--- src/keypad_defines.svh ---
`ifndef KEYPAD_DEFINES_SVH
`define KEYPAD_DEFINES_SVH

// Scanner timing
`define KP_SCAN_DIV       4  // Clocks per column
`define KP_DEBOUNCE_SCANS 2  // Identical full scans to accept a change

// Longest word the buffer collects
`define KP_WORD_LEN 5

// Key codes are {row one-hot, col one-hot}, row 0 and col 0 in the top bit
`define KP_KEY_SUBMIT_LETTER 8'b0001_1000 // R3 C0
`define KP_KEY_CLEAR         8'b0001_0100 // R3 C1
`define KP_KEY_SUBMIT_WORD   8'b0001_0010 // R3 C2
`define KP_KEY_GAME_END      8'b0010_0001 // R2 C3

// Four-letter groups
`define KP_KEY_7 8'b0010_1000 // R2 C0, PQRS
`define KP_KEY_9 8'b0010_0010 // R2 C2, WXYZ

// Keys with no function
`define KP_KEY_1 8'b1000_1000 // R0 C0
`define KP_KEY_A 8'b1000_0001 // R0 C3
`define KP_KEY_B 8'b0100_0001 // R1 C3
`define KP_KEY_D 8'b0001_0001 // R3 C3

`endif

--- src/keypad_pkg.sv ---
`include "keypad_defines.svh"

package keypad_pkg;

  // Row nibble over column nibble, zero when nothing pressed
  typedef logic [7:0] key_code_t;

  // Debounced key from the scanner
  typedef struct packed {
    key_code_t code;   // Held key, zero on release
    logic      strobe; // One cycle on a newly accepted key
  } key_event_t;

  typedef logic [7:0] letter_t; // ASCII

  // Multi-tap progress, S0..S3 give the tap index
  typedef enum logic [2:0] {
    INIT = 3'd0,
    S0   = 3'd1,
    S1   = 3'd2,
    S2   = 3'd3,
    S3   = 3'd4,
    DONE = 3'd5  // Letter committed this cycle
  } tap_state_t;

  // Collected word, letters[0] typed first
  typedef struct packed {
    letter_t [`KP_WORD_LEN-1:0] letters;
    logic    [3:0]              len;
  } word_t;

endpackage

--- src/keypad_scanner.sv ---
`timescale 1ns/1ps
`include "keypad_defines.svh"

module keypad_scanner (
  input  logic                   clk,
  input  logic                   nRst,
  input  logic [3:0]             rows, // Row 0 in bit 3
  output logic [3:0]             cols, // Column 0 in bit 3, active high
  output keypad_pkg::key_event_t key
);
  localparam int DIV_W = (`KP_SCAN_DIV > 1) ? $clog2(`KP_SCAN_DIV) : 1;
  localparam int CNT_W = $clog2(`KP_DEBOUNCE_SCANS + 1);

  logic [DIV_W-1:0]      div_cnt;   // Cycles on current column
  logic                  col_end;   // Last cycle on this column
  logic                  scan_end;  // Last cycle of column 3
  logic [3:0]            row_hit;   // Highest-priority active row
  keypad_pkg::key_code_t scan_acc;  // First key seen so far this scan
  keypad_pkg::key_code_t scan_code; // Scan result including this cycle
  keypad_pkg::key_code_t last_scan; // Result of previous full scan
  logic [CNT_W-1:0]      same_cnt;  // Run of identical scans
  logic [CNT_W-1:0]      same_next;
  logic                  accept;    // Debounced change of key

  assign col_end  = (div_cnt == DIV_W'(`KP_SCAN_DIV - 1));
  assign scan_end = col_end && cols[0];

  // Row 0 wins if several rows are low-impedance at once
  always_comb begin
    casez (rows)
      4'b1???: row_hit = 4'b1000;
      4'b01??: row_hit = 4'b0100;
      4'b001?: row_hit = 4'b0010;
      4'b0001: row_hit = 4'b0001;
      default: row_hit = 4'b0000;
    endcase
  end

  // Earlier column keeps its hit
  always_comb begin
    scan_code = scan_acc;
    if ((scan_acc == '0) && (row_hit != '0))
      scan_code = {row_hit, cols};
  end

  // Saturating count of equal scans
  always_comb begin
    same_next = CNT_W'(1); // New run starts at one
    if (scan_code == last_scan) begin
      if (same_cnt == CNT_W'(`KP_DEBOUNCE_SCANS))
        same_next = same_cnt;
      else
        same_next = same_cnt + 1'b1;
    end
  end

  assign accept = scan_end && (same_next == CNT_W'(`KP_DEBOUNCE_SCANS)) &&
                  (scan_code != key.code);

  always_ff @(posedge clk, negedge nRst) begin
    if (~nRst) begin
      div_cnt   <= '0;
      cols      <= 4'b1000; // Column 0 first
      scan_acc  <= '0;
      last_scan <= '0;
      same_cnt  <= '0;
      key       <= '0;
    end else begin
      key.strobe <= 1'b0;
      div_cnt    <= col_end ? '0 : div_cnt + 1'b1;
      if (col_end) begin
        cols     <= {cols[0], cols[3:1]};     // Next column, wraps to 0
        scan_acc <= scan_end ? '0 : scan_code; // Rows sampled late in column
      end
      if (scan_end) begin
        last_scan <= scan_code;
        same_cnt  <= same_next;
      end
      if (accept) begin
        key.code   <= scan_code;
        key.strobe <= (scan_code != '0); // Release is silent
      end
    end
  end

  cols_onehot_a: assert property (@(posedge clk) disable iff (~nRst) $onehot(cols));

endmodule

--- src/keypad_fsm.sv ---
`timescale 1ns/1ps
`include "keypad_defines.svh"

module keypad_fsm (
  input  logic                   clk,
  input  logic                   nRst,
  input  keypad_pkg::key_event_t key,
  output logic                   letter_valid, // High during DONE
  output logic                   word_submit,  // Same cycle as strobe
  output logic                   game_end,     // Same cycle as strobe
  output keypad_pkg::letter_t    letter        // Pending or committed letter
);
  keypad_pkg::tap_state_t state, next_state;
  keypad_pkg::key_code_t  last_key, next_last; // Last letter key tapped
  keypad_pkg::letter_t    next_letter;
  keypad_pkg::tap_state_t tap;                 // Tap state for a letter key

  logic is_commit, is_clear, is_word, is_end;
  logic is_invalid, is_letter, four_tap;

  // First letter of the group plus tap index
  function automatic keypad_pkg::letter_t to_ascii(input logic [3:0] row,
                                                   input logic [3:0] col,
                                                   input keypad_pkg::tap_state_t st);
    keypad_pkg::letter_t base;
    base = '0;
    case (row)
      4'b1000: begin // Row 0
        if (col[2])
          base = 8'h41; // A
        else if (col[1])
          base = 8'h44; // D
      end
      4'b0100: begin // Row 1
        if (col[3])
          base = 8'h47; // G
        else if (col[2])
          base = 8'h4A; // J
        else if (col[1])
          base = 8'h4D; // M
      end
      4'b0010: begin // Row 2
        if (col[3])
          base = 8'h50; // P
        else if (col[2])
          base = 8'h54; // T
        else if (col[1])
          base = 8'h57; // W
      end
      default: base = '0;
    endcase
    // S0 encodes 1, so index is state minus one
    if (st inside {keypad_pkg::S0, keypad_pkg::S1, keypad_pkg::S2, keypad_pkg::S3})
      base = base + {5'd0, st} - 8'd1;
    return base;
  endfunction

  // Next tap on the same key
  function automatic keypad_pkg::tap_state_t advance(input keypad_pkg::tap_state_t st,
                                                     input logic four);
    case (st)
      keypad_pkg::S0: return keypad_pkg::S1;
      keypad_pkg::S1: return keypad_pkg::S2;
      keypad_pkg::S2: return four ? keypad_pkg::S3 : keypad_pkg::S0;
      default:        return keypad_pkg::S0; // S3 wraps, INIT/DONE restart
    endcase
  endfunction

  assign is_commit  = (key.code == `KP_KEY_SUBMIT_LETTER);
  assign is_clear   = (key.code == `KP_KEY_CLEAR);
  assign is_word    = (key.code == `KP_KEY_SUBMIT_WORD);
  assign is_end     = (key.code == `KP_KEY_GAME_END);
  assign is_invalid = (key.code inside {`KP_KEY_1, `KP_KEY_A, `KP_KEY_B, `KP_KEY_D});
  assign is_letter  = (key.code != '0) && !is_commit && !is_clear && !is_word &&
                      !is_end && !is_invalid;
  assign four_tap   = (key.code == `KP_KEY_7) || (key.code == `KP_KEY_9);

  // Repeat tap only while a letter is pending
  assign tap = ((key.code == last_key) && (state != keypad_pkg::INIT) &&
                (state != keypad_pkg::DONE)) ? advance(state, four_tap) : keypad_pkg::S0;

  assign letter_valid = (state == keypad_pkg::DONE);
  assign word_submit  = key.strobe && is_word;
  assign game_end     = key.strobe && is_end;

  always_comb begin
    next_state  = state;
    next_letter = letter;
    next_last   = last_key;
    if (state == keypad_pkg::DONE) begin // Commit lasts one cycle
      next_state  = keypad_pkg::INIT;
      next_letter = '0;
    end
    if (key.strobe) begin
      if (is_commit) begin
        if (state inside {keypad_pkg::S0, keypad_pkg::S1, keypad_pkg::S2, keypad_pkg::S3})
          next_state = keypad_pkg::DONE; // Letter held for the commit cycle
      end else if (is_clear || is_word || is_end) begin
        next_state  = keypad_pkg::INIT;
        next_letter = '0;
        next_last   = '0; // Forget key so the next tap starts fresh
      end else if (is_letter) begin
        next_state  = tap;
        next_letter = to_ascii(key.code[7:4], key.code[3:0], tap);
        next_last   = key.code;
      end
    end
  end

  always_ff @(posedge clk, negedge nRst) begin
    if (~nRst) begin
      state    <= keypad_pkg::INIT;
      last_key <= '0;
      letter   <= '0;
    end else begin
      state    <= next_state;
      last_key <= next_last;
      letter   <= next_letter;
    end
  end

  // DONE always falls back to INIT
  commit_single_a: assert property (@(posedge clk) disable iff (~nRst)
    letter_valid |=> !letter_valid);

  submit_end_excl_a: assert property (@(posedge clk) disable iff (~nRst)
    !(word_submit && game_end));

endmodule

--- src/word_buffer.sv ---
`timescale 1ns/1ps
`include "keypad_defines.svh"

module word_buffer (
  input  logic                clk,
  input  logic                nRst,
  input  logic                letter_valid, // Commit pulse
  input  logic                word_submit,
  input  logic                game_end,
  input  keypad_pkg::letter_t letter,
  output keypad_pkg::word_t   word,         // Valid with word_valid
  output logic                word_valid
);
  keypad_pkg::word_t work;     // Word being typed
  keypad_pkg::word_t work_app; // Work plus this cycle's letter
  logic              room;     // Space for another letter

  assign room = (work.len < 4'(`KP_WORD_LEN));

  // Append in place, overflow dropped
  always_comb begin
    work_app = work;
    if (letter_valid && room) begin
      work_app.letters[work.len] = letter;
      work_app.len               = work.len + 4'd1;
    end
  end

  always_ff @(posedge clk, negedge nRst) begin
    if (~nRst) begin
      work       <= '0;
      word_valid <= 1'b0;
    end else begin
      word_valid <= word_submit; // One cycle after submit
      if (word_submit || game_end)
        work <= '0; // Next word starts empty
      else
        work <= work_app;
    end
  end

  // Snapshot includes a letter committed in the submit cycle
  always_ff @(posedge clk) begin
    if (word_submit)
      word <= work_app;
  end

  len_bound_a: assert property (@(posedge clk) disable iff (~nRst)
    work.len <= 4'(`KP_WORD_LEN));

endmodule

--- src/keypad_top.sv ---
`timescale 1ns/1ps

module keypad_top (
  input  logic                clk,
  input  logic                nRst,
  input  logic [3:0]          rows,
  output logic [3:0]          cols,
  output logic                letter_valid,
  output keypad_pkg::letter_t letter,
  output logic                game_end,
  output keypad_pkg::word_t   word,
  output logic                word_valid
);
  keypad_pkg::key_event_t key;         // Debounced key and strobe
  logic                   word_submit; // FSM to buffer only

  keypad_scanner u_scanner (
    .clk  (clk),
    .nRst (nRst),
    .rows (rows),
    .cols (cols),
    .key  (key)
  );

  keypad_fsm u_fsm (
    .clk          (clk),
    .nRst         (nRst),
    .key          (key),
    .letter_valid (letter_valid),
    .word_submit  (word_submit),
    .game_end     (game_end),
    .letter       (letter)
  );

  word_buffer u_word_buffer (
    .clk          (clk),
    .nRst         (nRst),
    .letter_valid (letter_valid),
    .word_submit  (word_submit),
    .game_end     (game_end),
    .letter       (letter),
    .word         (word),
    .word_valid   (word_valid)
  );

endmodule

--- config.mk ---
export PLATFORM = sky130hd
export DESIGN_NAME = keypad_top
export DESIGN_NICKNAME = d
export VERILOG_FILES = /design/src/keypad_pkg.sv /design/src/keypad_scanner.sv /design/src/keypad_fsm.sv /design/src/word_buffer.sv /design/src/keypad_top.sv
export VERILOG_INCLUDE_DIRS = /design/src
export SDC_FILE = /design/constraint.sdc
export NUM_CORES = 1
export LEC_CHECK = 0
export ABC_AREA = 1
export BUFFER_PORTS_ARGS = -buffer_cell sky130_fd_sc_hd__buf_2
export CORE_AREA = 2 2 127 98
export DETAILED_ROUTE_END_ITERATION = 10
export DIE_AREA = 0 0 129 100
export GPL_ROUTABILITY_DRIVEN = 0
export HOLD_SLACK_MARGIN = 0.08
export PLACE_DENSITY = 0.75
export SETUP_SLACK_MARGIN = 0.1
export SYNTH_ARGS = -nofsm -noshare
export SYNTH_HDL_FRONTEND = slang
export SYNTH_SLANG_ARGS = --single-unit
--- constraint.sdc ---
create_clock -name clk -period 4.4 [get_ports clk]
set_input_delay 1.32 -clock clk [delete_from_list [all_inputs] [get_ports clk]]
set_output_delay 1.32 -clock clk [all_outputs]
set_load 0.01 [all_outputs]
==> results.md <==
* Sum Neg Setup Slack at 0 ps
* R2r startpoint: u_scanner.key[8]
* Clk buf depth at 2
* Ranking of synthesized cells by area: dfrtp_1, edfxtp_1, nand2_1
* Worst vdd ir at 0.3434 mV
* Root Driver: clkbuf_16
* Synth Net Count at 803
* WS Path Type: reg2out
* Wire per inst at roughly 15 um
* Tot Pwr at 0.002786 W
* Max Slew Vio Count at 0
* Fin Hold WS at 423.7 ps
* Layout Area Growth over Synthesis at 15.45%
* Initial core utilization at 0.5781
* Vias per inst at 5.306
* Tmin final at 3247 ps
* Core area at 11870 um2
* Row count at 35
* Post-synth ARST share at 0.6879
* Post-synth top cells: nand2_1, inv_1, dfrtp_1
* CTS Buf Count at 17
* Antenna cell count at 0
* WHS Path Cells at 1
* First-pass GRT wire length at between 20000 and 30000 um
* RSZ-0062 raised after global routing: no
* Post-synthesis sequential area ratio at 0.5466
* Hold Path End: u_scanner.div_cnt[0]
* Yosys warnings at 0
* Synth Register Bits at 141
* Vias in the first global route at around 5400
* FF-to-FF End: u_fsm.letter[5]
* Layout fillers at between 900 and 1000
* Nets at 871
* Clk_skew at 8.835 ps
* Fraction of layout cells with a size suffix above 1 at 0.1815
* Grt ovf at 0
* P_leak at around 4 nW
* Hold-fix buffers at CTS at 0
* Largest net degree at the start of global routing at 59
* Detailed placement HPWL at roughly 11000 um
* Number of setup buffers added after CTS at 0
* Worst path required time at about 3100 ps
* Final setup vio count at 0
* Vias at 5470
* Setup crit start kind: flip-flop
* Worst r2r path cells at 17
* Total clock sinks at 141
* Fmax achieved at 307.9 MHz
* DRT Pass-1 Iters at 5
* P per Cell Area at ~350 nW/um2
* Pre-CTS WS at 1336 ps
* Status: finished, final reports clean
* MaxCap Viol Count at 0
* Post-route ant nets at 0
* Final worst setup slack at around 1200 ps
* Post-synth EDFFs at 44
* Crit Path Max Fanout at 7
* Mapped Area at between 6000 and 7000 um2
* Syn avg cell area at between 8 and 9 um2
* DRT Wirelength at 15910 um
* Max-slew headroom at 0.2045
* Post-Route Utilization at 0.6674
* Startpoint of the worst hold path: u_scanner.div_cnt[0]
* Critical Path AT at 1930 ps
* Least-Margin Pin Slew at 1191 ps
* Initial antenna violation count at 0
* Post-Synthesis Cells at 784
* Count of different cell masters after synthesis at 44
* Total global-route track usage at 0.2645
* DRC viols at 0
* Port bufs at 64
* Boundary Pins at 65
* Main flop type after synthesis: dfrtp_1
* Full die area at 12900 um2
* Period utilisation layout at 0.7381
* Setup slack, reg-to-reg at 1330 ps
* Worst skew pair latency at 420 ps
* Post_cts resized at 0
* Initial drt markers at 575
* H-tree Lvls at 4
* CTS tree: done
* Clock slew at reported path FFs at ~60 ps
* Die extent in x at roughly 130 um
* Area leader, netlist: dfrtp_1
* Hold Path Class: reg2reg
* Count leader, synth: nand2_1
* Chip height at roughly 100 um
* Crit end category: primary output
* Final-report hold violation count at 0
* Synth top area share at 0.3502
==> kinds of logic (layout without fill, tap and decap cells) <==
logic type | count (synthesis) | in the layout | synth area share
and+or+nand+nor | 344 | 344 | 0.2364
DFF | 141 | 141 | 0.5466
buffers and inverters | 177 | 258 | 0.09976
xor gates and xnor gates | 7 | 7 | 0.008937
adders and majority gates | 13 | 13 | 0.02480
AOI/OAI and AO/OA | 102 | 102 | 0.08353
==> registers in the layout, indices dropped and copies added (netlist names), 2 cells and up <==
name,cells
u_word_buffer.word,44
u_word_buffer.work,44
u_scanner.key,9
u_fsm.last_key,8
u_fsm.letter,8
u_scanner.last_scan,8
u_scanner.scan_acc,8
u_scanner.cols,4
u_fsm.state,3
u_scanner.div_cnt,2
u_scanner.same_cnt,2
==> where the power goes <==
part,switching (W),total (W),leakage [nW],internal [W]
Combinational,0.0000220,0.0000257,2.11,0.00000376
Sequential,0,0.00135,1.56,0.00135
Clock,0.000560,0.00141,0.282,0.000854
Total,0.000582,0.00279,3.96,0.00220
==> layer usage <==
layer / routed length [um] / track usage
met1: 7218 / 0.3646
met2: 7073 / 0.3976
met3: 1208 / 0.07196
met4: 408 / 0.1162
met5: 0 / 0
==> critical path, stage by stage, from the launching register on <==
cell	delay, ps
dfrtp_1	470
nor2_1	220
nand3_1	220
inv_2	120
nand3_1	200
nor2_1	140
buf_2	140
==> through the flow <==
step | std cells | area, um2
after floorplan | 784 | 6860
after global placement | 999 | 7333
after detailed placement | 999 | 7333
after CTS | 1031 | 7920
after global routing | 1031 | 7920
final | 1031 | 7920
==> layout make-up <==
| type | count | area, um2 | share of cell area |
|---|---|---|---|
| sequential | 141 | 3750 | 0.4735 |
| multi-input combinational | 466 | 2435 | 0.3074 |
| inverter | 160 | 603.1 | 0.07615 |
| clock buffer | 20 | 446.7 | 0.05640 |
| timing repair buffer | 66 | 337.8 | 0.04265 |
| tap | 166 | 207.7 | 0.02622 |
| clock inverter | 12 | 140.1 | 0.01769 |
==> worst max path at each step <==
stage	startpoint	end
floorplan	rows[2]	u_scanner.key[5]
global placement	rows[2]	u_scanner.key[1]
detailed placement	rows[2]	u_scanner.key[5]
CTS	u_scanner.key[8]	game_end
global route	u_scanner.key[8]	game_end
finish	u_scanner.key[8]	game_end
==> placed cells by master (no fill, tap or decap), types with 3 or more instances in the layout <==
cell,count
a211oi_1,3
a21oi_1,6
a31oi_1,3
buf_2,63
buf_4,3
clkbuf_16,17
clkinv_4,5
dfrtp_1,96
edfxtp_1,44
ha_1,12
inv_1,150
inv_2,8
nand2_1,163
nand2_2,15
nand2_4,4
nand3_1,38
nand3_2,6
nand3_4,3
nand3b_1,3
nand4_1,7
nor2_1,78
nor2_2,12
nor2_4,3
nor3_1,5
o211ai_1,5
o21ai_0,58
o21ai_1,10
o22ai_1,9
xnor2_1,5
No activity file was read; power rests on OpenSTA's default activity.
